<file path="src/mem_pkg.sv">
package mem_pkg;

    // Memory geometry
    localparam int DATA_WIDTH = 32;
    localparam int MEM_BYTES  = 4096;
    localparam int ADDR_WIDTH = $clog2(MEM_BYTES);  // Byte address width

    // Fill engine word counter width
    localparam int FILL_COUNT_WIDTH = 10;

    // Access size, one code per number of low bytes touched
    typedef enum logic [1:0] {
        SIZE_WORD   = 2'd0,  // Four bytes
        SIZE_TRIPLE = 2'd1,  // Low three bytes
        SIZE_HALF   = 2'd2,  // Low two bytes
        SIZE_BYTE   = 2'd3   // Low byte only
    } mem_size_t;

    // Request from a peer to the arbiter and from the arbiter to the memory
    typedef struct packed {
        logic                  we;
        logic                  re;
        logic [ADDR_WIDTH-1:0] addr;
        logic [DATA_WIDTH-1:0] wdata;
        mem_size_t             size;
    } mem_req_t;

    // Command from the core to the load/store port
    typedef struct packed {
        logic                  is_store;
        logic [ADDR_WIDTH-1:0] addr;
        logic [DATA_WIDTH-1:0] wdata;
        mem_size_t             size;
        logic                  sign_ext;  // Loads only
    } lsu_cmd_t;

    // Command to the block fill engine
    typedef struct packed {
        logic [ADDR_WIDTH-1:0]       base_addr;
        logic [FILL_COUNT_WIDTH-1:0] word_count;
        logic [DATA_WIDTH-1:0]       pattern;
    } fill_cmd_t;

    // Lane enables for an access of the given size
    function automatic logic [3:0] size_to_byte_en(input mem_size_t size);
        logic [3:0] byte_en;
        case (size)
            SIZE_WORD:   byte_en = 4'b1111;
            SIZE_TRIPLE: byte_en = 4'b0111;
            SIZE_HALF:   byte_en = 4'b0011;
            default:     byte_en = 4'b0001;
        endcase
        return byte_en;
    endfunction

endpackage

</file>
<file path="src/mem_arbiter.sv">
`timescale 1ns/10ps

module mem_arbiter (
    input  logic              clk,
    input  logic              rst,
    input  logic              lsu_req_valid,
    input  logic              fill_req_valid,
    input  mem_pkg::mem_req_t lsu_req,
    input  mem_pkg::mem_req_t fill_req,
    output logic              lsu_grant,
    output logic              fill_grant,
    output mem_pkg::mem_req_t mem_req,
    input  logic [31:0]       mem_rdata,
    output logic              lsu_rvalid,
    output logic              fill_rvalid,
    output logic [31:0]       rdata
);

    // High when the fill engine had the last grant, so the core port goes next
    logic fill_last;

    // Round-robin pick, combinational from the request levels
    assign lsu_grant  = lsu_req_valid && (!fill_req_valid || fill_last);
    assign fill_grant = fill_req_valid && (!lsu_req_valid || !fill_last);

    always_comb begin
        mem_req = fill_grant ? fill_req : lsu_req;
        if (!(lsu_grant || fill_grant)) begin
            mem_req.we = 1'b0;  // Idle cycle, memory sees no strobe
            mem_req.re = 1'b0;
        end
    end

    always_ff @(posedge clk or posedge rst) begin
        if (rst) begin
            fill_last   <= 1'b1;  // Core port wins the first tie
            lsu_rvalid  <= 1'b0;
            fill_rvalid <= 1'b0;
        end else begin
            if (lsu_grant) begin
                fill_last <= 1'b0;
            end else if (fill_grant) begin
                fill_last <= 1'b1;
            end
            // Tag the returning read with its issuer
            lsu_rvalid  <= lsu_grant && lsu_req.re;
            fill_rvalid <= fill_grant && fill_req.re;
        end
    end

    // Read data is shared, the rvalid pulses tell the peers apart
    assign rdata = mem_rdata;

endmodule

</file>
<file path="config.mk">
export PLATFORM = sky130hd
export DESIGN_NAME = mem_arbiter
export DESIGN_NICKNAME = d
export VERILOG_FILES = /design/src/mem_pkg.sv /design/src/mem_arbiter.sv
export SDC_FILE = /design/constraint.sdc
export NUM_CORES = 1
export LEC_CHECK = 0
export ABC_AREA = 0
export BUFFER_PORTS_ARGS = -buffer_cell sky130_fd_sc_hd__buf_2
export CORE_AREA = 4 4 81 83
export DETAILED_ROUTE_END_ITERATION = 8
export DIE_AREA = 0 0 85 87
export GPL_ROUTABILITY_DRIVEN = 0
export PLACE_DENSITY = 0.7
export SYNTH_ARGS = -nofsm -noshare
export SYNTH_HDL_FRONTEND = slang
export SYNTH_SLANG_ARGS = --single-unit
</file>
<file path="constraint.sdc">
create_clock -name clk -period 2.4 [get_ports clk]
set_clock_uncertainty 0.15 [all_clocks]
set_input_delay 0.48 -clock clk [delete_from_list [all_inputs] [get_ports clk]]
set_output_delay 0.48 -clock clk [all_outputs]
set_load 0.01 [all_outputs]
</file>
[After elaboration in Yosys (flattened, before gate mapping)]
Index checks and enable logic that the tools add are counted.
Storage, ports and cells
  memories: 0
  word-level logic and storage cells: 18
  output and inout port bits: 84
  register bits after elaboration: 3
  latch bits: 0
  bits of input ports: 132
  RAM bits: 0
  bits in read-only memories: 0
Cells by class
  eq/ne operators: 0
  add/subtract/negate cells: 0
  multiplexer cells: 4
  reduce and logical (&&, ||, !) cells: 11
  magnitude comparators: 0
  shift-type cells: 0
  multiply operators: 0
  bitwise operators: 0
  divide/modulo/power cells: 0
Operators with widths (number)
  $mux 48: 1
  $logic_and 1x1->1: 4
  $logic_not 1->1: 3
  $logic_or 1x1->1: 3
  $mux 1: 2
  $mux 2: 1
  $reduce_bool 2->1: 1

[Longest topological paths before layout]
  word-level depth: 5
  depth in mapped cells: 3
  depth with buffers taken out: 2

[Worst setup path after synthesis]
Ideal clock, no wire load.
  path type: input to output
  start: input fill_req_valid
  end: output mem_req[0] (netlist name)
  slack: 524 ps
  data required time: 1770 ps
  arrival time: 1246 ps
  path buffers: 1
  cell stages on the path: 3
  cells stage by stage: a21boi_4 -> buf_6 -> mux2_2
RTL lines
  start: declaration: line mem_arbiter.sv:7  | input logic fill_req_valid,
  end: declaration: line mem_arbiter.sv:12  | output mem_pkg::mem_req_t mem_req,

==> impl_metrics.toml <==
[run_status]
status = "finished, final reports clean"

[sta]
finalSetupViolations = 0
fin_crit_ns = 2.23
hold_ws_ns = 0.358
worst-slew-pin-transition_ns = 0.238
period_utilization_post_route_pct = 92.8
timing.setup.tns_ns = 0
final-hold-violation-count = 0
fmax_ghz = 0.449
postLayoutSetupSlackWorst_ns = 0.172
relSlewSlack_pct = 84.1
timing.final.max_slew_violations = 0
rsz0062_at_grt = "false"

[floorplanning]
floorplan.io_pins = 216
row_count = 28
core_region_area_mm2 = 0.00585
die_h_um = 87
initial_core_utilization_pct = 17.0
die_area_mm2 = 0.00740
width_of_the_die_um = 85

[synth]
yosysWarnings = 0
avgSynthCellArea_um2 = 10.3
ys_seq_area_share_pct = 7.69
yosys_register_bits = 3
yosysUniqueCellTypes = 14
synth_nets = 228
syn-instance-count = 96
mappedNetlistArea_um2 = 992

[placed_design]
port-buffer-count = 151
dp.cells = 287
detailed_place_hpwl_mm = 3.12
dp_worst_setup_slack_ns = 0.170
placedInstanceArea_mm2 = 0.00157

[route]
post_drt_via_cell_ratio = 3.80
drt-pass1-iter-count = 4
wl_per_cell_um = 12.4
drc = 0
violation_count_after_the_first_detailed_routing_iteration = 9
dr_total_vias = 1110
wl_mm = 3.61
final_antenna_net_count = 0

[critical_path]
worstPathRequired_ns = 1.77
cp.buffers_inverters = 3
cp-start-kind = "input pin"
end_kind = "primary output"
cp_cell_sequence = "buf_2 -> a21boi_4 -> buf_12 -> mux2_2 -> buf_2"
critPathArrivalTime_ns = 1.60
crit_fanout = 44
critical-path-max-stage-delay_ns = 0.36
critical_path.top_delay_family = "buffers and inverters"
worst_path_most_repeated_cell = "buf_2"
cell_at_the_slowest_stage_of_the_critical_path = "mux2_2"
critical_path_depth = 5
worst_reg2reg_path_length_in_cells = 3
kind_of_critical_path = "input pin to primary output"

[finish]
fin_cells = 292
layout-drive-gt1-share_pct = 94.9
n_antenna_cell = 0
final_cell_mix = "buf_2 (151), mux2_2 (40), mux2_4 (6)"
commonest_non_fill_non_tap_cell_in_the_layout = "buf_2"
flow.area_growth_from_synthesis_pct = 64.1
postLayoutCellArea_mm2 = 0.00163
num-nets-final = 350

[global_routing]
grt_pass1_vias = 1138
grt_util_all_layers_pct = 7.98
number_of_antenna_violations_at_the_first_check_in_global_routing = 0
grt_first_pass_wirelength_mm = 5.02
grt_max_degree = 45
globalRouteOverflowTotal = 0

[power]
internal-power_uw = 376
p_seq_share_pct = 10.9
sw_frac_of_total_pct = 33.0
switching_power_uw = 185
p_comb_share_pct = 62.2
irDropWorstVdd_uv = 278
p_leak_uw = 0.000914
power.density_mw_per_mm2 = 344
clockPowerShare_pct = 26.9

[clock_network]
clk_pin_slew_ns = 0.03
cts-htree-levels = 1
tritoncts = "done"
cts_inserted_buffers = 3
numClockSinks = 3
cts_root_buf = "clkbuf_8"
clock_insertion_delay_worst_skew_ns = 0.22
clk_path_buf_depth = 2
postCtsSetupBuffers = 0

[run]
cap_viol_max_count = 0

[worst_hold_path]
class_of_the_tightest_hold_or_removal_check = "input pin to flop"
hold_path_depth = 2
## flip-flops by register name (all words and copies together) (netlist names)
| signal | cells |
|---|---|
| fill_last | 1 |
| fill_rvalid | 1 |
| lsu_rvalid | 1 |
## power by group through the flow
stage | Clock (uW) | Combinational (uW) | Sequential, uW
detailed placement | 0 | 350 | 61.6
global route | 162 | 378 | 61.4
floorplan | 0 | 248 | 62.2
CTS | 155 | 354 | 60.9
finish | 151 | 349 | 60.9
global placement | 0 | 345 | 61.2
## synthesized netlist by cell type, drive strengths merged
cell / number / share of area [%]
dfstp: 1 / 2.6
a32o: 2 / 2.0
o21ai: 1 / 0.50
buf: 37 / 30
dfrtp: 2 / 5.0
inv: 2 / 0.76
a21boi: 1 / 1.9
mux2: 46 / 54
and3: 1 / 0.76
nand2b: 1 / 0.63
and2: 2 / 1.4
## worst paths after layout
check | start | endpoint | slack [ns]
worst max-delay path | lsu_req_valid | mem_req[33] | 0.17
worst min register to register | fill_last | fill_last | 0.36
worst min-delay path | fill_req[46] | fill_rvalid | 0.36
min in group asynchronous | rst | fill_rvalid | 0.53
max in group asynchronous | rst | fill_last | 1.37
worst max register to register | fill_last | fill_rvalid | 1.14
## logic make-up (layout without fill, tap and decap cells)
logic type	Yosys count	in the layout	synth area share [%]
flip-flops	3	3	7.69
multiplexers	46	46	54.5
buffers and inverters	39	160	30.6
AND/OR/NAND/NOR	4	4	2.78
AO/OA/AOI/OAI	4	4	4.41
## through the flow
stage                     power [uW]  util [%]
after global placement           406      26.9
after CTS                        570      27.8
after global routing             602      27.8
after floorplan                  310         -
final                            560      27.8
after detailed placement         412      26.9
## timing repair
item	CTS	global route
hold buffers	1	0
gates resized for setup	0	0
endpoints found under the hold margin	2	0
## layer usage
metal	up-vias	GRT usage, %	routed length (um)
met4	0	2.73	40
met3	10	2.65	448
li1	549	-	-
met1	482	8.16	1160
met5	-	0	0
met2	69	15.1	1950
## layout make-up
class | count | area [um2]
Tap cell | 75 | 93.8
Timing Repair Buffer | 154 | 793
Clock buffer | 4 | 45.0
Fill cell | 639 | 4220
Inverter | 2 | 7.51
Sequential cell | 3 | 76.3
Multi-Input combinational cell | 54 | 612
Note: power is estimated with default switching activity, not from simulation.
