`src/mem_pkg.sv`:
```
package mem_pkg;

    // Memory geometry
    localparam int DATA_WIDTH = 32;
    localparam int MEM_BYTES  = 4096;
    localparam int ADDR_WIDTH = $clog2(MEM_BYTES);  // Byte address width

    // Fill engine word counter width
    localparam int FILL_COUNT_WIDTH = 10;

    // Access size, one code per number of low bytes touched
    typedef enum logic [1:0] {
        SIZE_WORD   = 2'd0,  // Four bytes
        SIZE_TRIPLE = 2'd1,  // Low three bytes
        SIZE_HALF   = 2'd2,  // Low two bytes
        SIZE_BYTE   = 2'd3   // Low byte only
    } mem_size_t;

    // Request from a peer to the arbiter and from the arbiter to the memory
    typedef struct packed {
        logic                  we;
        logic                  re;
        logic [ADDR_WIDTH-1:0] addr;
        logic [DATA_WIDTH-1:0] wdata;
        mem_size_t             size;
    } mem_req_t;

    // Command from the core to the load/store port
    typedef struct packed {
        logic                  is_store;
        logic [ADDR_WIDTH-1:0] addr;
        logic [DATA_WIDTH-1:0] wdata;
        mem_size_t             size;
        logic                  sign_ext;  // Loads only
    } lsu_cmd_t;

    // Command to the block fill engine
    typedef struct packed {
        logic [ADDR_WIDTH-1:0]       base_addr;
        logic [FILL_COUNT_WIDTH-1:0] word_count;
        logic [DATA_WIDTH-1:0]       pattern;
    } fill_cmd_t;

    // Lane enables for an access of the given size
    function automatic logic [3:0] size_to_byte_en(input mem_size_t size);
        logic [3:0] byte_en;
        case (size)
            SIZE_WORD:   byte_en = 4'b1111;
            SIZE_TRIPLE: byte_en = 4'b0111;
            SIZE_HALF:   byte_en = 4'b0011;
            default:     byte_en = 4'b0001;
        endcase
        return byte_en;
    endfunction

endpackage

```
`src/load_store_port.sv`:
```
`timescale 1ns/10ps

module load_store_port (
    input  logic               clk,
    input  logic               rst,
    input  logic               lsu_start,
    input  mem_pkg::lsu_cmd_t  lsu_cmd,
    output logic               lsu_done,
    output logic [31:0]        lsu_rdata,
    output logic               req_valid,
    output mem_pkg::mem_req_t  req,
    input  logic               grant,
    input  logic               rvalid,
    input  logic [31:0]        rdata
);
    import mem_pkg::*;

    typedef enum logic [1:0] {
        ST_IDLE,
        ST_REQ,   // Request held until grant
        ST_LOAD   // Waiting for read data
    } lsu_state_t;

    lsu_state_t            state;
    lsu_cmd_t              cmd;       // Latched command
    logic [DATA_WIDTH-1:0] ext_data;
    logic                  fill_bit;

    // Request is built from the latched command so it stays stable
    assign req_valid = (state == ST_REQ);
    assign req.we    = cmd.is_store;
    assign req.re    = !cmd.is_store;
    assign req.addr  = cmd.addr;
    assign req.wdata = cmd.wdata;
    assign req.size  = cmd.size;

    // Sign extension from the top byte of the access
    always_comb begin
        case (cmd.size)
            SIZE_BYTE: begin
                fill_bit = cmd.sign_ext & rdata[7];
                ext_data = {{24{fill_bit}}, rdata[7:0]};
            end
            SIZE_HALF: begin
                fill_bit = cmd.sign_ext & rdata[15];
                ext_data = {{16{fill_bit}}, rdata[15:0]};
            end
            SIZE_TRIPLE: begin
                fill_bit = cmd.sign_ext & rdata[23];
                ext_data = {{8{fill_bit}}, rdata[23:0]};
            end
            default: begin
                fill_bit = 1'b0;
                ext_data = rdata;  // Word load needs no extension
            end
        endcase
    end

    always_ff @(posedge clk or posedge rst) begin
        if (rst) begin
            state    <= ST_IDLE;
            lsu_done <= 1'b0;
        end else begin
            lsu_done <= 1'b0;
            case (state)
                ST_IDLE: if (lsu_start) state <= ST_REQ;
                ST_REQ: begin
                    if (grant) begin
                        if (cmd.is_store) begin
                            lsu_done <= 1'b1;  // Store completes the cycle after grant
                            state    <= ST_IDLE;
                        end else begin
                            state <= ST_LOAD;
                        end
                    end
                end
                ST_LOAD: begin
                    if (rvalid) begin
                        lsu_done <= 1'b1;
                        state    <= ST_IDLE;
                    end
                end
                default: state <= ST_IDLE;
            endcase
        end
    end

    always_ff @(posedge clk) begin
        if (state == ST_IDLE && lsu_start) cmd <= lsu_cmd;
        if (state == ST_LOAD && rvalid) lsu_rdata <= ext_data;
    end

endmodule

```
`config.mk`:
```
export PLATFORM = sky130hd
export DESIGN_NAME = load_store_port
export DESIGN_NICKNAME = d
export VERILOG_FILES = /design/src/mem_pkg.sv /design/src/load_store_port.sv
export SDC_FILE = /design/constraint.sdc
export NUM_CORES = 1
export LEC_CHECK = 0
export ABC_AREA = 1
export BUFFER_PORTS_ARGS = -buffer_cell sky130_fd_sc_hd__buf_4
export CORE_MARGIN = 2
export CORE_UTILIZATION = 35
export DETAILED_ROUTE_END_ITERATION = 10
export MAX_ROUTING_LAYER = met4
export PLACE_DENSITY = 0.72
export SLEW_MARGIN = 10
export SYNTH_ARGS = -nofsm -noshare
export SYNTH_HDL_FRONTEND = slang
export SYNTH_SLANG_ARGS = --single-unit
export TNS_END_PERCENT = 10
```
`constraint.sdc`:
```
create_clock -name clk -period 3.7 [get_ports clk]
set_clock_uncertainty 0.2 [all_clocks]
set_input_delay 0.555 -clock clk [delete_from_list [all_inputs] [get_ports clk]]
set_output_delay 0.555 -clock clk [all_outputs]
set_load 0.02 [all_outputs]
```
## Word level (Yosys, flattened, before mapping)

Cells that the tools add are included.

- Flip-flop bits (word level): 83
- Input bits: 85
- Word-level logic and storage cells: 34
- Output and inout bits: 82

- Reductions and logical operators: 5
- Multiplexer cells: 10
- Bitwise gates (word level): 3
- Equal/unequal tests: 8

Operators by type and width:

| cell | count |
|---|---|
| $pmux 32 s3 | 1 |
| $mux 2 | 4 |
| $eq 2x2->1 const B | 3 |
| $pmux 2 s3 | 1 |
| $eq 2x1->1 const B | 2 |
| $ne 2x2->1 const B | 2 |
| $and 1x1->1 | 3 |
| $mux 1 | 3 |
| $reduce_and 3->1 | 1 |
| $logic_and 1x1->1 | 2 |
| $logic_not 2->1 | 1 |
| $ne 2x1->1 const B | 1 |
| $pmux 1 s2 | 1 |
| $logic_not 1->1 | 1 |

## Longest topological paths before layout

Gate-level depths: netlist of the first run.

- Depth after elaboration: 3
- Gate-level depth with buffers: 6
- Mapped depth without buffers: 6

## Least setup slack after synthesis of the first run

OpenSTA, ideal clock, no wires.

- Kind: flip-flop to flip-flop
- Start: register state[0]
- End: register cmd[0] (netlist bit), enable pin
- Period minus slack after synthesis: 2,214 ps
- Setup time: 402 ps
- Stages on the path, launching flop included: 5
- Arrival: 1,612 ps
- Buffers on the path: 0
- Required time: 3,098 ps
- Slack: 1,486 ps
- Cells stage by stage: dfrtp_1 -> inv_1 -> ha_1 -> nand2_1 -> inv_1

- Longest elaborated chain between the ends: 2

RTL lines:

| what | line | text |
|---|---|---|
| start: declaration | load_store_port.sv:24 | `lsu_state_t state;` |
| start signal: assignment | load_store_port.sv:61 | `state <= ST_IDLE;` |
| start signal: assignment | load_store_port.sv:66 | `ST_IDLE: if (lsu_start) state <= ST_REQ;` |
| start signal: assignment | load_store_port.sv:71 | `state <= ST_IDLE;` |
| $logic_not 2->1 | load_store_port.sv:89 | `if (state == ST_IDLE && lsu_start) cmd <= lsu_cmd;` |
| $logic_and 1x1->1 | load_store_port.sv:89 |  |
| end signal: assignment | load_store_port.sv:89 |  |
| end: declaration | load_store_port.sv:25 | `lsu_cmd_t cmd;` |

Every way passes these cells.
A chain may end at the register's enable or synchronous reset.

## Worst setup path in the final report of the first run

- Start: register state[0]
- End: register cmd, in the netlist req[41], enable pin

The elaborated chain is that of the path after synthesis.

==> results of run 1 <==
## flip-flops by register name, summed over array words and instances (netlist names)
name / flops
cmd: 1
lsu_done: 1
lsu_rdata: 32
req: 47
state: 2
## area by class of cell
cell class	count	area share, %
clock buffer	9	2.721
clock inverter	6	2.528
inverter	20	1.649
multi-input combinational	69	7.887
sequential	83	54.41
tap	111	3.050
timing repair buffer	168	27.75
## final timing paths
check,from,endpoint,slack [ns]
worst min-delay path,lsu_cmd[31],req[30]$_DFFE_PP_,0.18
worst min register to register,state[0]$_DFFE_PP0P_,state[0]$_DFFE_PP0P_,0.34
worst max register to register,state[0]$_DFFE_PP0P_,req[41]$_DFFE_PP_,1.62
max in group asynchronous,rst,lsu_done$_DFF_PP0_,2.74
min in group asynchronous,rst,state[0]$_DFFE_PP0P_,0.43
worst max-delay path,state[0]$_DFFE_PP0P_,req[41]$_DFFE_PP_,1.62
## cell families (layout without fill, tap and decap cells)
logic type               after synthesis  after routing  share of synthesized area [%]
flip-flops                            83             83                          75.37
buffers and inverters                 69            203                          13.70
AND/OR/NAND/NOR                       56             56                          7.727
AO/OA/AOI/OAI                          9              9                          1.675
adder cells (fa/ha/maj)                4              4                          1.523
## repair_timing
action | CTS | global route
endpoints found under the hold margin | 3 | 0
resized for setup | 0 | 0
hold buffers | 1 | 0
buffers inserted | 0 | 0
## placed cells by master (no fill, tap or decap)
cell / count
sky130_fd_sc_hd__dlygate4sd3_1: 1
sky130_fd_sc_hd__clkbuf_8: 9
sky130_fd_sc_hd__nand4_1: 2
sky130_fd_sc_hd__nand3_1: 11
sky130_fd_sc_hd__o21ai_2: 2
sky130_fd_sc_hd__nand2_4: 1
sky130_fd_sc_hd__inv_2: 1
sky130_fd_sc_hd__nor2_1: 3
sky130_fd_sc_hd__clkinvlp_4: 1
sky130_fd_sc_hd__buf_4: 167
sky130_fd_sc_hd__ha_1: 4
sky130_fd_sc_hd__bufinv_16: 3
sky130_fd_sc_hd__inv_1: 19
sky130_fd_sc_hd__a21boi_0: 1
sky130_fd_sc_hd__o21ai_0: 6
sky130_fd_sc_hd__nor2_4: 2
sky130_fd_sc_hd__clkinv_4: 2
sky130_fd_sc_hd__nand2_1: 36
sky130_fd_sc_hd__nor2_2: 1
sky130_fd_sc_hd__edfxtp_1: 80
sky130_fd_sc_hd__dfrtp_1: 3
## stage by stage
step	hold slack [ns]	total power [mW]	std cells	setup WS (ns)	util [%]
floorplan	0.1086	1.851	221	1.486	-
global placement	0.2319	2.050	450	1.684	46.80
detailed placement	0.2374	2.079	450	1.579	46.80
CTS	0.1520	2.858	466	1.570	49.51
global route	0.1451	2.957	466	1.449	49.51
finish	0.1775	2.818	466	1.620	49.51
## per-layer routing
layer	routed length (um)	vias up	global-route usage [%]	share of wire, %
met1	2799	936	16.23	40
met4	116	0	6.861	1.7
met3	592	16	4.161	8.5
met5	0	-	-	0
li1	-	962	-	-
met2	3443	117	21.54	50
## critical path: stages, from the launching register on
cell                      delay, ns
sky130_fd_sc_hd__dfrtp_1       0.41
sky130_fd_sc_hd__inv_1         0.11
sky130_fd_sc_hd__ha_1          0.18
sky130_fd_sc_hd__nand2_1       0.07
sky130_fd_sc_hd__inv_2         0.70
## power breakdown
part	leakage (nW)	internal, mW	switching (mW)
Clock	0.115	0.447	0.327
Sequential	0.782	1.25	0.0627
Combinational	1.13	0.293	0.436
Total	2.02	1.99	0.825
==> summary by stage, run 1 <==
CTS
The clock-pin slew on the worst setup and hold paths is 0.09 ns. The H-tree was split into 3 levels. The clock buffer count from CTS is 9. The TritonCTS clock tree is yes. The root cell of the clock tree is sky130_fd_sc_hd__clkbuf_8.

Clock tree synthesis found a total of 83 sinks. In this run the deepest clock path goes through 2 buffers. For the worst-skew pair, the clock arrives at the later sink with an insertion delay of 0.34 ns.

Setup path
STA classifies the critical path endpoint as a flip-flop. The critical setup path kind is flip-flop to flip-flop. STA puts the critical path data arrival time at 1.85 ns. Measured in cells, the most critical reg-to-reg path has a length of 4. The highest net fanout along the worst path is 48. The startpoint type of the worst setup path is a flip-flop. For the worst setup path, the data required time is 3.46 ns.

Synth
Synthesis produced a netlist whose cell count is 221. sky130_fd_sc_hd__edfxtp_1 takes more of the synthesized area than any other cell. The total of warnings raised by yosys is 0. In this run, synthesis produced a sequential element count of 83. Sorting the synthesized cells by area gives the leading types as sky130_fd_sc_hd__edfxtp_1 73%, sky130_fd_sc_hd__buf_4 11%, sky130_fd_sc_hd__nand2_1 4.1%, sky130_fd_sc_hd__dfrtp_1 2.3%, sky130_fd_sc_hd__inv_1 2.3%. The most frequent cell after synthesis is sky130_fd_sc_hd__edfxtp_1.

The number of distinct library cell variants in the gate-level netlist after synthesis is 16. In this run, synthesis inferred 80 flip-flops with an integrated enable. The number of nets produced by synthesis is 310. The area share of the largest cell type after synthesis is 73.09%.

The commonest cells after synthesis are 80 x sky130_fd_sc_hd__edfxtp_1, 47 x sky130_fd_sc_hd__buf_4, 36 x sky130_fd_sc_hd__nand2_1, 20 x sky130_fd_sc_hd__inv_1, 11 x sky130_fd_sc_hd__nand3_1. The dominant synthesized flop cell is sky130_fd_sc_hd__edfxtp_1. The cell area after synthesis is 3287 um^2. The share of synthesized flip-flops with an asynchronous set or reset is 3.614%.

A synthesized cell averages 14.87 um^2. The fraction of the yosys area taken by sequential cells is 75.37%.

Drt
The number of search-and-repair iterations in the first detailed-routing pass is 5. The initial detailed-routing violation count is 50. The final layout contains routed wiring with a total length of 6951 um.

The post-detailed-route wirelength per cell is 14.92 um. After detailed routing, the number of remaining DRC violations is 0. The detailed-route via count is 2031. In this run the remaining antenna-violating nets after routing total 0. Using the TritonRoute via totals, the vias-per-cell ratio works out to 4.358.

Layout
0 antenna diodes ended up in the layout. In the final layout, the share of cells above drive strength 1 is 53.24%. The filler cell count in the final layout is 813. After routing the design area is 4553 um^2. The area occupied by multi-input gates is 359.1 um^2. For this run, the post-layout net count is 440. The area added between synthesis and finish is 38.52%. Across the whole layout, storage elements account for 2477 um^2.

GRT
The total track usage is 13.79%. The via count of the first global-routing pass is 2086. The remaining global-route overflow is 0. The maximum number of pins on one net before global-route repair is 49. The number of antenna violations at the first check in global routing was 0. The first global-routing pass estimated 10180 um of wire.

STA
The post-layout minimum cycle time is 2.080 ns. Measured against its own limit, the worst slew margin works out to 34.59%. The count of final hold-check violations is 0.

The worst-margin pin slew is 0.9797 ns. The total setup violations reported at the end of the flow is 0. The final max-slew violation count is 0. The achievable frequency is 0.4807 GHz. Setup repair after global routing left no endpoint under its margin. The final sum of negative setup slack is 0 ns. The final worst-path cycle share is 56.22%.

Run status
The run finished with clean final reports.

Placement
At the end of routability-driven placement, the weighted congestion stood at 0.6863. Detailed placement ended at an HPWL of 5138 um. During placement, the flow inserted port buffers numbering 166. The post-placement cell area is 4304 um^2.

Run
The number of violations of the max-capacitance limit is 0.

Die
The number of rows in the core area is 35. In this run the standard cell core region covers 9196 um^2. In this run the horizontal extent of the chip is 100.9 um.

The die covers 10180 um^2. The starting density of the core is 35.74%. 167 I/O pins were placed. The floorplan step set the die height to 100.9 um.

Pwr
For this design the ratio of total power to cell area is 619.0 nW/um^2. The static leakage is 2.023 nW. The worst ir drop on vdd is 0.0003292 V.

Hold path
Along the worst hold path, the cell count comes to 1. The classification of the worst-slack hold path is input port to flip-flop.
(Power assumes the default switching activity.)
==> inputs of run 2 (changes only) <==
- PLACE_DENSITY: 0.72 -> 0.75
- clock period: 3.7 -> 1.8 ns (I/O delays scaled with it)
==> run 2 against run 1 <==
  * Non-clock buffer count up 65
  * Die area unchanged
  * Critical path depth down 1
  * Core utilization up 7.1 points
  * Combinational power up 130%
  * First-iteration DRC count up 70%
  * Power up 100%
==> summary by stage, run 2 (synthesized netlist as in run 1, its figures left out) <==
Run status
The run finished with clean final reports.

Placement
The congestion estimate from routability-driven global placement came to 0.7597. The count of buffers added on input and output ports is 166. At the placement stage, the worst setup path has a slack of 0.1669 ns. In this run, placement finished with an instance count of 452. The post-placement cell area is 4367 um^2. Summed over all nets, the half-perimeter wirelength after detailed placement is 5253 um.

Die
The floorplan step set the die width to 100.9 um. The number of rows in the core area is 35. 167 I/O pins were placed. The area inside the core boundary is 9196 um^2. In this run the vertical extent of the chip is 100.9 um. The total die area is 10180 um^2. The starting density of the core is 35.74%.

Pwr
The share of total power in combinational logic is 29.8%. The switching power as a share of total power is 30.89%. The internal power contribution is 3.974 mW. For this design the total switching power over the nets is 1.777 mW. In this run the static leakage power is 2.272 nW. The total power after layout is 5.751 mW. Dividing total power by cell area gives a power density of 1104 nW/um^2. The clock network accounts for 23.3% of the total power. The worst ir drop on vdd is 0.0007075 V. In this run, flip-flops and latches consume 46.9% of the power.

Run
The number of violations of the max-capacitance limit is 0.

Layout
The area growth from synthesis to layout is 58.51%. Leaving out filler cells and counting taps, the final layout contains 532. The flip-flop count of the largest register, all copies and words added is 47. The final design utilization is 56.65%. The final layout net count is 505. The final cell area excluding filler cells is 5210 um^2.

The leading cell type in the layout, fill and taps excluded is sky130_fd_sc_hd__buf_4. Leaving out fill and tap cells, the most frequent cells in the layout are 167 x sky130_fd_sc_hd__buf_4, 80 x sky130_fd_sc_hd__edfxtp_1, 64 x sky130_fd_sc_hd__dlygate4sd3_1. The repair_antennas step left the layout with diodes totalling 0. The fraction of layout instances using a drive strength above 1 is 47.03%.

GRT
The number of antenna violations at the first check in global routing came to 0. The via count of the first global-routing pass was 2337. The first global-routing pass estimated 11450 um of wire. The maximum number of pins on one net before global-route repair is 46.

Summed over all layers, the global routing overflow is 0. Global routing used 15.52% of the available tracks.

STA
The worst pin sits at a relative slew slack of 77.78%. For this run, the top clock speed supported by timing is 0.5916 GHz. The post-route worst setup slack is 0.1098 ns.

The clock period could shrink to 1.690 ns. For the pin with the worst max-slew slack, the measured transition is 0.3325 ns. The total setup violations reported at the end of the flow is 0. The count of final hold-check violations is 0. The final critical path takes up 93.90% of the cycle. The final max-slew violation count was 0. Setup repair after global routing left no endpoint under its margin.

Setup path
The data arrival time at the worst-slack endpoint is 1.22 ns. The worst setup path is captured at a primary output. STA puts the critical path data required time at 1.33 ns.

Along the worst path, the maximum fanout reaches 4. The critical setup path kind is flip-flop to primary output. STA classifies the critical path startpoint as a flip-flop.

Hold path
In this run the worst hold path is classified as input port to flip-flop.

CTS
The root cell of the clock tree is sky130_fd_sc_hd__clkbuf_8. The longest clock path from root to sink contains 2 buffers. The H-tree depth reported by CTS is 3. The post-CTS setup repair buffer count is 0. TritonCTS built the clock tree.

The tree built by TritonCTS fans out to 83 sinks. After clock tree synthesis, the clock-pin slew on the worst setup and hold paths is 0.09 ns. The clock insertion delay at the later pin of the skew report is 0.34 ns. TritonCTS created 9 clock buffers.

Drt
After detailed routing, the number of vias per cell comes to 4.321. Once detail routing completed, the nets flagged for antenna violations numbered 0. For this block, the initial DRC count from the detailed router was 85.

Across all layers, the routed design uses 2299 vias. After detailed routing, the total wire length is 7893 um. For this run, the detailed router's first-pass iteration total came to 4. The number of design rule violations left after detail routing is 0.

The post-detailed-route wirelength per cell is 14.84 um.
run 2: routing by layer:
| layer | up-vias | track usage [%] | wire length [um] |
|---|---|---|---|
| li1 | 1099 | - | - |
| met1 | 1079 | 16.18 | 2972 |
| met2 | 105 | 27.28 | 4131 |
| met3 | 16 | 4.161 | 595 |
| met4 | 0 | 7.173 | 193 |
| met5 | - | - | 0 |
run 2: worst max-delay path, stage by stage (launching register included):
cell,delay (ns)
sky130_fd_sc_hd__dfrtp_1,0.41
sky130_fd_sc_hd__inv_2,0.10
sky130_fd_sc_hd__ha_2,0.22
sky130_fd_sc_hd__buf_4,0.15
run 2: final timing paths:
path,start,endpoint,slack (ns),cells past startpoint
min in group asynchronous,rst,lsu_done$_DFF_PP0_,0.14,3
max,state[1]$_DFFE_PP0P_,req_valid,0.11,3
min,rdata[27],lsu_rdata[27]$_DFFE_PP_,0.02,3
max in group asynchronous,rst,state[1]$_DFFE_PP0P_,1.14,3
min reg2reg,state[0]$_DFFE_PP0P_,state[0]$_DFFE_PP0P_,0.36,2
max reg2reg,state[0]$_DFFE_PP0P_,req[41]$_DFFE_PP_,0.18,5
run 2: repair_timing:
action / in CTS / in global routing
gates resized for setup: 0 / 1
setup endpoints to repair: 0 / 2
hold endpoints to repair: 66 / 0
hold buffers: 64 / 0
run 2: per-stage QoR:
step	hold slack (ns)	setup TNS, ns
finish	0.01935	0
floorplan	-0.1764	-5.206
global route	0.01692	0
detailed placement	-0.04826	0
global placement	-0.05492	0
CTS	0.0004330	0
run 2: power groups by stage:
stage | sequential [mW] | clock (mW) | combinational, mW
2_1_floorplan | 2.82 | 0 | 1.02
3_3_place_gp | 2.72 | 0 | 1.57
3_5_place_dp | 2.73 | 0 | 1.61
4_1_cts | 2.69 | 1.39 | 1.73
5_1_grt | 2.73 | 1.47 | 1.84
6_report | 2.70 | 1.34 | 1.71
run 2: final cells by class:
class                   instances  area (um^2)
clock buffers                   9        123.9
clock inverters                 7        76.32
fillers                       739         3986
inverters                      20        82.58
multi-input cells              69        376.6
flip-flops and latches         83         2477
well taps                     111        138.9
repair buffers                233         1934
