### config.mk
export PLATFORM = sky130hd
export DESIGN_NAME = block_fill
export DESIGN_NICKNAME = d
export VERILOG_FILES = /design/src/mem_pkg.sv /design/src/block_fill.sv
export SDC_FILE = /design/constraint.sdc
export NUM_CORES = 1
export LEC_CHECK = 0
export ABC_AREA = 1
export BUFFER_PORTS_ARGS = -buffer_cell sky130_fd_sc_hd__buf_2
export CORE_ASPECT_RATIO = 1.5
export CORE_MARGIN = 2
export CORE_UTILIZATION = 35
export CTS_CLUSTER_SIZE = 24
export DETAILED_ROUTE_END_ITERATION = 7
export PLACE_DENSITY = 0.7
export SLEW_MARGIN = 0
export SYNTH_ARGS = -nofsm -noshare
export SYNTH_HDL_FRONTEND = slang
export SYNTH_SLANG_ARGS = --single-unit
### constraint.sdc
create_clock -name clk -period 1.65 [get_ports clk]
set_input_delay 0.165 -clock clk [delete_from_list [all_inputs] [get_ports clk]]
set_output_delay 0.165 -clock clk [all_outputs]
set_load 0.005 [all_outputs]
### src/mem_pkg.sv
package mem_pkg;

    // Memory geometry
    localparam int DATA_WIDTH = 32;
    localparam int MEM_BYTES  = 4096;
    localparam int ADDR_WIDTH = $clog2(MEM_BYTES);  // Byte address width

    // Fill engine word counter width
    localparam int FILL_COUNT_WIDTH = 10;

    // Access size, one code per number of low bytes touched
    typedef enum logic [1:0] {
        SIZE_WORD   = 2'd0,  // Four bytes
        SIZE_TRIPLE = 2'd1,  // Low three bytes
        SIZE_HALF   = 2'd2,  // Low two bytes
        SIZE_BYTE   = 2'd3   // Low byte only
    } mem_size_t;

    // Request from a peer to the arbiter and from the arbiter to the memory
    typedef struct packed {
        logic                  we;
        logic                  re;
        logic [ADDR_WIDTH-1:0] addr;
        logic [DATA_WIDTH-1:0] wdata;
        mem_size_t             size;
    } mem_req_t;

    // Command from the core to the load/store port
    typedef struct packed {
        logic                  is_store;
        logic [ADDR_WIDTH-1:0] addr;
        logic [DATA_WIDTH-1:0] wdata;
        mem_size_t             size;
        logic                  sign_ext;  // Loads only
    } lsu_cmd_t;

    // Command to the block fill engine
    typedef struct packed {
        logic [ADDR_WIDTH-1:0]       base_addr;
        logic [FILL_COUNT_WIDTH-1:0] word_count;
        logic [DATA_WIDTH-1:0]       pattern;
    } fill_cmd_t;

    // Lane enables for an access of the given size
    function automatic logic [3:0] size_to_byte_en(input mem_size_t size);
        logic [3:0] byte_en;
        case (size)
            SIZE_WORD:   byte_en = 4'b1111;
            SIZE_TRIPLE: byte_en = 4'b0111;
            SIZE_HALF:   byte_en = 4'b0011;
            default:     byte_en = 4'b0001;
        endcase
        return byte_en;
    endfunction

endpackage

### src/block_fill.sv
`timescale 1ns/10ps

module block_fill (
    input  logic               clk,
    input  logic               rst,
    input  logic               fill_start,
    input  mem_pkg::fill_cmd_t fill_cmd,
    output logic               fill_busy,
    output logic               fill_done,
    output logic               req_valid,
    input  logic               grant,
    output mem_pkg::mem_req_t  req
);
    import mem_pkg::*;

    logic [ADDR_WIDTH-1:0]       cur_addr;
    logic [DATA_WIDTH-1:0]       cur_pattern;
    logic [FILL_COUNT_WIDTH-1:0] remaining;  // Words still to write

    // Always a word write of the current pattern
    assign req_valid = fill_busy;
    assign req.we    = 1'b1;
    assign req.re    = 1'b0;
    assign req.addr  = cur_addr;
    assign req.wdata = cur_pattern;
    assign req.size  = SIZE_WORD;

    always_ff @(posedge clk or posedge rst) begin
        if (rst) begin
            fill_busy <= 1'b0;
            fill_done <= 1'b0;
            remaining <= '0;
        end else begin
            fill_done <= 1'b0;
            if (!fill_busy) begin
                if (fill_start) begin
                    remaining <= fill_cmd.word_count;
                    if (fill_cmd.word_count == '0) begin
                        fill_done <= 1'b1;  // Empty region, nothing to write
                    end else begin
                        fill_busy <= 1'b1;
                    end
                end
            end else if (grant) begin
                remaining <= remaining - 1'b1;
                if (remaining == FILL_COUNT_WIDTH'(1)) begin
                    fill_busy <= 1'b0;  // Last word granted
                    fill_done <= 1'b1;
                end
            end
        end
    end

    // Address and pattern step together on every granted write
    always_ff @(posedge clk) begin
        if (!fill_busy && fill_start) begin
            cur_addr    <= fill_cmd.base_addr;
            cur_pattern <= fill_cmd.pattern;
        end else if (fill_busy && grant) begin
            cur_addr    <= cur_addr + ADDR_WIDTH'(4);
            cur_pattern <= cur_pattern + 1'b1;
        end
    end

endmodule

==> Yosys cells after proc, flatten, opt, wreduce, memory -nomap -nowiden <==
Index checks and enable logic that the tools add are counted.
{ "word_totals": {"register_bits": 56} }
{ "classes": {"n_addsub": 3, "muxes": 17, "n_reduce_logical": 7, "n_eq_ne": 2} }
{ "ops": {"columns": ["cell", "count"], "rows": [
  ["$mux 32", 2],
  ["$add 32x1->32 const B", 1],
  ["$mux 10", 3],
  ["$mux 12", 2],
  ["$add 12x3->12 const B", 1],
  ["$eq 10x1->1 const B", 1],
  ["$logic_not 10->1", 1],
  ["$mux 1", 10],
  ["$sub 10x1->10 const B", 1],
  ["$reduce_bool 2->1", 2],
  ["$logic_and 1x1->1", 2],
  ["$ne 2x1->1 const B", 1],
  ["$reduce_and 2->1", 1],
  ["$logic_not 1->1", 1]
]} }

==> Logic depth before layout (Yosys ltp) <==
Gate-level depths: netlist (run 1).
{ "logic_depth": {"word_depth": 4, "ltp_mapped": 10} }

==> Worst setup path before layout (run 1) <==
Ideal clock, no wire load.
{ "synth_timing": {"path_type": "register to register", "start": "register fill_busy", "end": "register cur_addr[10], enable pin", "slack_ps": -27, "setup_ps": 381, "synth_period_minus_slack_ps": 1677, "arrival_ps": 1297, "path_stages_with_launch": 5, "t_required_ps": 1269, "cell_sequence": "dfrtp_1 > nand2_1 > inv_1 > nor2_4 > inv_2"} }
{ "synth_between": {"elab_chain_len": 3} }
{ "synth_rtl": {"columns": ["item", "line", "source"], "rows": [
  ["start: declaration", "block_fill.sv:8", "output logic fill_busy,"],
  ["start signal: assignment", "block_fill.sv:30", "fill_busy <= 1'b0;"],
  ["start signal: assignment", "block_fill.sv:41", "fill_busy <= 1'b1;"],
  ["start signal: assignment", "block_fill.sv:47", "fill_busy <= 1'b0;"],
  ["$logic_not 1->1", "block_fill.sv:56", "if (!fill_busy && fill_start) begin"],
  ["$logic_and 1x1->1", "block_fill.sv:56", null],
  ["$reduce_bool 2->1 (no source line) (*)", null, null],
  ["end signal: assignment", "block_fill.sv:57", "cur_addr <= fill_cmd.base_addr;"],
  ["end signal: assignment", "block_fill.sv:60", "cur_addr <= cur_addr + ADDR_WIDTH'(4);"],
  ["end: declaration", "block_fill.sv:16", "logic [ADDR_WIDTH-1:0] cur_addr;"]
]} }
Every way passes the cells marked *; elsewhere a longest branch is shown, timed or not.
A chain may end at the register's enable or synchronous reset.

==> Final worst setup path (run 1) <==
{ "layout_timing": {"start": "register cur_pattern[1]", "end": "register cur_pattern[18] (data pin)"} }
{ "layout_between": {"elab_chain_len": 3} }
{ "layout_rtl": {"columns": ["item", "line", "source"], "rows": [
  ["start: declaration", "block_fill.sv:17", "logic [DATA_WIDTH-1:0] cur_pattern;"],
  ["start signal: assignment", "block_fill.sv:58", "cur_pattern <= fill_cmd.pattern;"],
  ["start signal: assignment", "block_fill.sv:61", "cur_pattern <= cur_pattern + 1'b1;"],
  ["$add 32x1->32", "block_fill.sv:61", null],
  ["$mux 32", "block_fill.sv:59", "end else if (fill_busy && grant) begin"],
  ["$mux 32", "block_fill.sv:56", null]
]} }
Every way passes these cells. The select of a mux whose other input is x is not followed.

==> flow_metrics.tcl, run 1 <==
set metrics [dict create \
    final_net_count 711 \
    r2r-start "cur_pattern[1]" \
    drt-wirelength-per-cell_um 14.0 \
    ys_dominant_reg_cell "edfxtp_1" \
    clock_latency_ns 0.30 \
    port-buffer-count 104 \
    detailedRoute.firstIterationViolations 147 \
    power.static_leakage_nw 2.32 \
    clock.fmax_ghz 0.612 \
    pin_count 109 \
    final_core_utilization 0.462 \
    dp.final_hpwl_um 8550 \
    detail_route.vias_per_cell 4.80 \
    die_h_um 131 \
    crit_required_ns 1.71 \
    dpl-instance-area_um2 4570 \
    layout-drive-gt1-share 0.268 \
    max_slew.worst_pin.slew_ns 0.505 \
    final.period_utilization 0.990 \
    cts-buffers-inserted 5 \
    maxSlewViolCount 0 \
    pin_count_of_the_biggest_net_entering_global_routing 34 \
    top_count_cell_post_synth "nand2_1" \
    cts.clk_slew.worst_paths_ns 0.08 \
    max_cap_violations 0 \
    number_of_remaining_drc_errors 0 \
    peakVddDrop_mv 0.634 \
    share_of_synthesized_area_occupied_by_flip_flops_and_latches 0.430 \
    synth_area_per_inst_um2 7.17 \
    cts_tree "done" \
    std_cell_rows 46 \
    yosys_register_bits 56 \
    die_area_um2 11600 \
    run_status "finished, final reports clean" \
    yosys.area.top_type_share 0.350 \
    die-width_um 88.8 \
    global_route.overflow_total 0 \
    grt_overall_usage 0.186 \
    rsz0062_at_grt "yes" \
    number_of_enable_type_register_cells_in_the_synthesized_netlist 44 \
    antenna_cells 0 \
    timing.clock.skew_ns 0.00576 \
    detail_route.first_pass.iterations 5 \
    timing.hold.ws_ns 0.130 \
    slew_headroom 0.663 \
    cts_root_buffer "clkbuf_16" \
    power_density_nw_per_um2 1130 \
    critPathLaunch "cur_pattern[1]" \
    syn2layout_area_growth_pct 28.9 \
    min-delay-start "fill_cmd[36]" \
    routed-via-count 3811 \
    grt_pass1_wl_um 17100 \
    vias_in_the_first_global_route 3726 \
    hold_class "input pin to register" \
    initial_utilization 0.358 \
    core_area_um2 10500 \
    htree_levels 2 \
    period_needed_ns 1.63 \
    highest_fanout_seen_on_the_critical_path 5 \
    yosys.area.top_type "edfxtp_1" \
    synth.lib_cells_used.distinct 33 \
    setup_viol 0 \
    finalHoldViolations 0 \
    post_synth_inst_count 526 \
    synth_commonest_cells "nand2_1, nor2_1, inv_1" \
    total_non_filler_cell_area_in_the_finished_layout_um2 4860 \
    synth_area_leaders "edfxtp_1, nand2_1, dfrtp_1, nor2_1, o21ai_0" \
    path_class "register to register" \
    number_of_buffers_on_the_longest_clock_path 2 \
    finalWirelength_um 11100 \
    tritoncts_num_sinks 56 \
    grt_antenna_before_repair 0 \
    async_flop_share 0.214 \
    ant_nets 0 \
    final.setup.tns_ns 0 \
    end_kind "register" \
    critical_path.startpoint_type "register" \
    syn_area_um2 3770 \
    number_of_synthesis_warnings 0 \
    arrival_ns 1.69 \
    place_congestion 0.941 \
    overall_power_of_the_completed_layout_w 0.00551 \
]
## layout make-up
cell class / count / area (um^2)
timing repair buffer: 129 / 756
tap: 144 / 180
clock inverter: 3 / 22.5
inverter: 47 / 179
clock buffer: 5 / 125
multi-input combinational: 410 / 1980
sequential: 56 / 1620
fill: 1107 / 5670
## critical path, cell delays in order (launching register included)
cell,delay [ns]
edfxtp_1,0.44
ha_4,0.19
nand2_4,0.07
nor2_8,0.19
nand3b_1,0.18
nor2_1,0.13
nand2_1,0.06
nand3_1,0.08
nand2_1,0.05
## cell families (layout without fill, tap and decap cells)
logic type | count (synthesis) | count (layout) | share of synthesized area
and+or+nand+nor | 337 | 337 | 0.380
buffers and inverters | 62 | 184 | 0.0683
DFF | 56 | 56 | 0.430
AOI/OAI and AO/OA | 50 | 50 | 0.0716
xor gates and xnor gates | 15 | 15 | 0.0348
adders and majority gates | 4 | 4 | 0.0133
other | 2 | 4 | 0.00199
## cell usage in the layout, fill, tap and decap left out, drive strengths merged
| master | synthesis | routed |
|---|---|---|
| clkbuf | 5 | 5 |
| xnor2 | 2 | 2 |
| xor2 | 13 | 13 |
| o21bai | 2 | 2 |
| nand3 | 31 | 31 |
| and3 | 1 | 1 |
| dfrtp | 12 | 12 |
| or3 | 1 | 1 |
| nor2 | 79 | 79 |
| dlygate4sd3 | 0 | 1 |
| a31oi | 4 | 4 |
| o31ai | 1 | 1 |
| or2 | 1 | 1 |
| clkinv | 0 | 2 |
| o21ai | 36 | 36 |
| ha | 4 | 4 |
| a22oi | 1 | 1 |
| a21oi | 4 | 4 |
| inv | 47 | 48 |
| nand3b | 1 | 1 |
| nor3 | 2 | 2 |
| edfxtp | 44 | 44 |
| buf | 10 | 128 |
| o211ai | 2 | 2 |
| nand4 | 3 | 3 |
| nand2 | 218 | 218 |
| conb | 2 | 4 |
## path summary, 6_finish.rpt
| path | endpoint | slack (ns) | depth (start not counted) |
|---|---|---|---|
| max | cur_pattern[18] | 0.02 | 8 |
| min | remaining[4] | 0.13 | 3 |
| max reg2reg | cur_pattern[18] | 0.02 | 8 |
| min reg2reg | remaining[9] | 0.52 | 2 |
| max in group asynchronous | remaining[6] | 0.88 | 3 |
| min in group asynchronous | remaining[0] | 0.43 | 3 |
## flip-flops by register name, indices dropped and copies added (netlist names)
name / count
fill_done: 1
remaining: 10
fill_busy: 1
cur_pattern: 32
cur_addr: 12
## timing repair
item                                    CTS  global route
setup buffers                             0             7
hold buffers                              1             0
endpoints found under the setup margin    0            15
resized for setup                         0            26
hold endpoints to repair                 12             0
## metrics by stage
stage | setup slack [ns] | instances
2_1_floorplan | 0.0883 | 528
3_3_place_gp | 0.0809 | 778
3_5_place_dp | 0.0615 | 778
4_1_cts | 0.0529 | 787
5_1_grt | -0.0623 | 794
6_report | 0.0172 | 794
## power by group
part / internal, W / total (W) / leakage, nW / switching [W]
registers: 0.00199 / 0.00239 / 0.578 / 0.000394
clock network: 0.000571 / 0.00111 / 0.0742 / 0.000543
logic: 0.000851 / 0.00201 / 1.67 / 0.00116
## layer usage
metal,vias up,track usage,wire (um)
met4,0,0.0909,454
met3,28,0.0245,593
met5,-,0,0
li1,1925,-,-
met2,152,0.336,5820
met1,1706,0.207,4210
No activity file was read; power rests on OpenSTA's default activity.
==> run 2: changes to the inputs <==
HOLD_SLACK_MARGIN = 0.1   (was not set)
PLACE_DENSITY = 0.6   (was 0.7)
==> run 2 against run 1 <==
  * Total power up 8.6%
  * Sequential share of layout area down 0.77 points
  * Clock-buffer cell count unchanged
  * Non-clock buffer count up 10
  * First-iteration DRC count up 24%
  * Global-route usage up 0.54 points
  * Combinational power up 3%
  * Flip-flop and latch count unchanged
  * Die area unchanged
  * Core utilization up 1.1 points
  * Setup slack better by 0.078 ns
  * Critical path type unchanged
  * Largest cell class unchanged
  * Highest routed layer unchanged
==> flow_metrics.tcl, run 2 (synthesized netlist as in run 1, its figures left out) <==
set metrics [dict create \
    end_kind "register" \
    final_common_cell "nand2_1" \
    power.clock.fraction 0.260 \
    die_h_um 131 \
    ant_nets 0 \
    dp.final_hpwl_um 8680 \
    max_cap_violations 0 \
    clock_latency_ns 0.30 \
    timing.critical_path.mode_cell "nand2_1" \
    detailedRoute.firstIterationViolations 182 \
    die-width_um 88.8 \
    timing.hold.ws_ns 0.122 \
    core_area_um2 10500 \
    regMostFlops "cur_pattern" \
    detail_route.first_pass.iterations 4 \
    highest_fanout_seen_on_the_critical_path 5 \
    cts-buffers-inserted 5 \
    comb_power_share 0.345 \
    final_net_count 721 \
    final_core_utilization 0.473 \
    number_of_buffers_on_the_longest_clock_path 2 \
    final.period_utilization 0.942 \
    number_of_remaining_drc_errors 0 \
    worst_path_largest_cell_delay_ns 0.38 \
    grt_antenna_before_repair 0 \
    port-buffer-count 104 \
    power_density_nw_per_um2 1200 \
    global_route.overflow_total 0 \
    crit_required_ns 1.71 \
    hold_class "input pin to register" \
    cts_root_buffer "clkbuf_16" \
    max_slew.worst_pin.slew_ns 0.523 \
    arrival_ns 1.62 \
    p_int_w 0.00391 \
    finalHoldViolations 0 \
    finalWirelength_um 11100 \
    run_status "finished, final reports clean" \
    pin_count 109 \
    timing.clock.skew_ns 0.00365 \
    largest_register_ffs 32 \
    path_class "register to register" \
    period_needed_ns 1.55 \
    layout_top_registers "cur_pattern x32, cur_addr x12, remaining x10" \
    timing.critical_path.slowest_stage_cell "edfxtp_1" \
    peakVddDrop_mv 0.782 \
    top_library_cells_by_usage_in_the_layout_fill_and_taps_aside "nand2_1, buf_2, nor2_1, inv_1, edfxtp_1" \
    antenna_cells 0 \
    power.static_leakage_nw 2.39 \
    maxSlewViolCount 0 \
    syn2layout_area_growth_pct 31.9 \
    critical_path.startpoint_type "register" \
    tritoncts_num_sinks 56 \
    power.sequential.fraction 0.394 \
    slew_headroom 0.651 \
    clock.fmax_ghz 0.643 \
    htree_levels 2 \
    setup_viol 0 \
    path_cells "ha_2 > nand2_2 > nor2_8 > nand2_4 > nor2_4 > nand2_1 > nand2_1 > nand2_1 > nand2_1 > nand2_1" \
    initial_utilization 0.358 \
    place_congestion 0.940 \
    cts.clk_slew.worst_paths_ns 0.08 \
    drt-wirelength-per-cell_um 13.8 \
    layout-drive-gt1-share 0.271 \
    grt_overall_usage 0.192 \
    grt_pass1_wl_um 17400 \
    vias_in_the_first_global_route 3703 \
    p_sw_w 0.00208 \
    die_area_um2 11600 \
    detail_route.vias_per_cell 4.70 \
    pin_count_of_the_biggest_net_entering_global_routing 38 \
    fill_cells 1105 \
    routed-via-count 3781 \
    std_cell_rows 46 \
    switching_share 0.347 \
    cts_tree "done" \
]
==> run 2: cell types whose count changed in the layout (fill, tap and decap cells not counted), moves of 3 or more <==
cell       delta
nor2_4        -4
nor2_1        +4
bufinv_16     +3
buf_4        +10
==> run 2: power by group through the flow <==
| stage | sequential [W] | clock [W] | combinational [W] |
|---|---|---|---|
| detailed placement | 0.00239 | 0 | 0.00196 |
| floorplan | 0.00234 | 0 | 0.00117 |
| global placement | 0.00237 | 0 | 0.00193 |
| CTS | 0.00236 | 0.00160 | 0.00197 |
| global route | 0.00241 | 0.00163 | 0.00234 |
| finish | 0.00236 | 0.00156 | 0.00207 |
==> run 2: final timing paths <==
check / startpoint / endpoint / slack [ns] / cells past startpoint
min in group asynchronous: rst / remaining[4] / 0.44 / 3
worst min register to register: remaining[9] / remaining[9] / 0.51 / 2
worst max-delay path: cur_pattern[0] / cur_pattern[30] / 0.1 / 10
worst min-delay path: fill_cmd[33] / remaining[1] / 0.12 / 3
worst max register to register: cur_pattern[0] / cur_pattern[30] / 0.1 / 10
max in group asynchronous: rst / remaining[2] / 0.86 / 3
==> run 2: timing repair <==
item	CTS	global route
endpoints found under the hold margin	12	0
endpoints found under the setup margin	0	14
gates resized for setup	0	12
hold buffers	1	0
buffers inserted	0	13
==> run 2: per-stage QoR <==
stage          std cells  instance area, um^2  setup TNS, ns  power, W  setup WS [ns]
4_1_cts              791                 4850              0   0.00593         0.0514
3_5_place_dp         782                 4620              0   0.00436         0.0580
6_report             804                 4980              0   0.00598         0.0955
5_1_grt              804                 4980        -0.0243   0.00638        -0.0243
3_3_place_gp         782                 4620              0   0.00430          0.124
2_1_floorplan        528                 3780              0   0.00351         0.0883
==> run 2: worst max-delay path, delay by kind of cell (launching register included) <==
family                     cells  cell delay (ns)
and+or+nand+nor                9             0.73
DFF                            1             0.38
adders and majority gates      1             0.21
==> run 2: metal layers <==
layer / wire [um] / track usage / vias up
met3: 490 / 0.0270 / 22
li1: - / - / 1935
met4: 320 / 0.0766 / 0
met1: 4270 / 0.210 / 1713
met2: 6000 / 0.355 / 111
met5: 0 / 0 / -
==> run 2: area by class of cell <==
cell class	instances	area, um^2	share of cell area
clock buffers	5	125	0.0251
clock inverters	3	90.1	0.0181
inverters	47	179	0.0359
multi-input cells	410	1930	0.388
flip-flops and latches	56	1620	0.326
well taps	144	180	0.0362
repair buffers	139	848	0.170
==> run 3: changes to the inputs <==
PLACE_DENSITY = 0.58   (was 0.6)
clock period = 1.7 ns   (was 1.65 ns; I/O delays follow)
==> run 3 against run 2 <==
  * Sequential power is essentially flat
  * Worst hold slack improved by 0.0075 ns
  * Non-clock buffer count down 15
  * Maximum frequency down 2.2%
  * Via count down 0.71%
  * Setup slack improved by 0.015 ns
  * Flip-flop and latch count unchanged
  * First-iteration DRC count unchanged
  * Total power decreased by 13%
  * Routed wire length decreased by 0.32%
  * Critical path type unchanged
  * Critical endpoint is now cur_pattern[27]
  * Highest routed layer unchanged
==> flow_metrics.tcl, run 3 (synthesized netlist as in run 1, its figures left out) <==
set metrics [dict create \
    core_area_um2 10500 \
    layout_setup_ws_ns 0.111 \
    number_of_buffers_on_the_longest_clock_path 2 \
    cts_tree "done" \
    maxSlewViolCount 0 \
    detailedRoute.firstIterationViolations 182 \
    highest_fanout_seen_on_the_critical_path 4 \
    clock_latency_ns 0.30 \
    cts_root_buffer "clkbuf_16" \
    arrival_ns 1.66 \
    finalWirelength_um 11000 \
    number_of_remaining_drc_errors 0 \
    path_class "register to register" \
    die-width_um 88.8 \
    pin_count_of_the_biggest_net_entering_global_routing 33 \
    final.period_utilization 0.935 \
    rsz0062_at_grt "yes" \
    grt_antenna_before_repair 0 \
    ant_nets 0 \
    grt_pass1_wl_um 17700 \
    dp.final_hpwl_um 8700 \
    port-buffer-count 104 \
    grt_overall_usage 0.194 \
    detail_route.vias_per_cell 4.76 \
    layout_top_registers "cur_pattern x32, cur_addr x12, remaining x10" \
    routed-via-count 3754 \
    top_library_cells_by_usage_in_the_layout_fill_and_taps_aside "nand2_1, buf_2, nor2_1, inv_1, edfxtp_1" \
    antenna_cells 0 \
    critPathLaunch "cur_pattern[8]" \
    std_cell_rows 46 \
    final_common_cell "nand2_1" \
    layout-drive-gt1-share 0.247 \
    peakVddDrop_mv 0.538 \
    detail_route.first_pass.iterations 4 \
    overall_power_of_the_completed_layout_w 0.00523 \
    power_density_nw_per_um2 1100 \
    power.static_leakage_nw 2.26 \
    regMostFlops "cur_pattern" \
    die_area_um2 11600 \
    setup_viol 0 \
    fill_cells 1144 \
    max_cap_violations 0 \
    syn2layout_area_growth_pct 25.9 \
    run_status "finished, final reports clean" \
    total_non_filler_cell_area_in_the_finished_layout_um2 4750 \
    end_kind "register" \
    timing.clock.skew_ns 0.00756 \
    r2r-start "cur_pattern[8]" \
    cts.clk_slew.worst_paths_ns 0.08 \
    htree_levels 2 \
    initial_utilization 0.358 \
    pin_count 109 \
    crit_required_ns 1.77 \
    critical_path.startpoint_type "register" \
    drt-wirelength-per-cell_um 14.0 \
    dpl-instance-area_um2 4530 \
    final_net_count 706 \
    hold_class "input pin to register" \
    global_route.overflow_total 0 \
    clock.fmax_ghz 0.629 \
    preCtsSetupSlack_ns 0.0561 \
    cts-buffers-inserted 5 \
    largest_register_ffs 32 \
    finalHoldViolations 0 \
    die_h_um 131 \
    tritoncts_num_sinks 56 \
    place_congestion 0.905 \
    final.setup.tns_ns 0 \
    period_needed_ns 1.59 \
    vias_in_the_first_global_route 3561 \
    min-delay-start "fill_cmd[36]" \
]
-- run 3: path summary, 6_finish.rpt --
| kind | end | depth (start not counted) | slack (ns) |
|---|---|---|---|
| min reg2reg | remaining[9] | 2 | 0.52 |
| min | remaining[4] | 3 | 0.13 |
| max in group asynchronous | fill_done | 3 | 0.95 |
| max reg2reg | cur_pattern[27] | 9 | 0.11 |
| min in group asynchronous | remaining[4] | 3 | 0.41 |
| max | cur_pattern[27] | 9 | 0.11 |
-- run 3: layer usage --
layer,GRT usage,routed length (um),up-vias
li1,-,-,1911
met1,0.228,4280,1703
met2,0.343,5950,116
met3,0.0214,435,24
met4,0.0825,378,0
met5,0,0,-
-- run 3: worst max-delay path, cell delays in order (launching register included) --
cell,delay [ns]
edfxtp_1,0.44
nand2_1,0.13
nor2_1,0.20
nand2_1,0.11
nor2_2,0.17
nand2_1,0.08
nand2_1,0.06
nand2_1,0.06
nand2_1,0.06
nand2_1,0.04
-- run 3: final cells by class --
cell class / count / area [um^2] / area share
clock inverters: 2 / 11.3 / 0.00237
clock buffers: 6 / 129 / 0.0271
inverters: 47 / 176 / 0.0371
flip-flops and latches: 56 / 1620 / 0.341
well taps: 144 / 180 / 0.0379
multi-input cells: 410 / 1950 / 0.410
repair buffers: 124 / 686 / 0.144
-- run 3: stage by stage --
step / hold WS [ns] / util / cells
finish: 0.130 / 0.451 / 789
global route: 0.146 / 0.451 / 789
CTS: 0.128 / 0.445 / 786
detailed placement: 0.216 / 0.430 / 777
global placement: 0.225 / 0.430 / 777
floorplan: 0.0347 / - / 528
-- run 3: power breakdown --
| group | switching [W] | internal, W | total (W) |
|---|---|---|---|
| clock network | 0.000524 | 0.000545 | 0.00107 |
| registers | 0.000394 | 0.00193 | 0.00233 |
| logic | 0.00107 | 0.000768 | 0.00184 |
-- run 3: repair_timing --
item,4_1_cts,5_1_grt
hold buffers,1,0
setup endpoints to repair,0,7
hold endpoints to repair,12,0
setup buffers,0,3
gates resized for setup,0,12
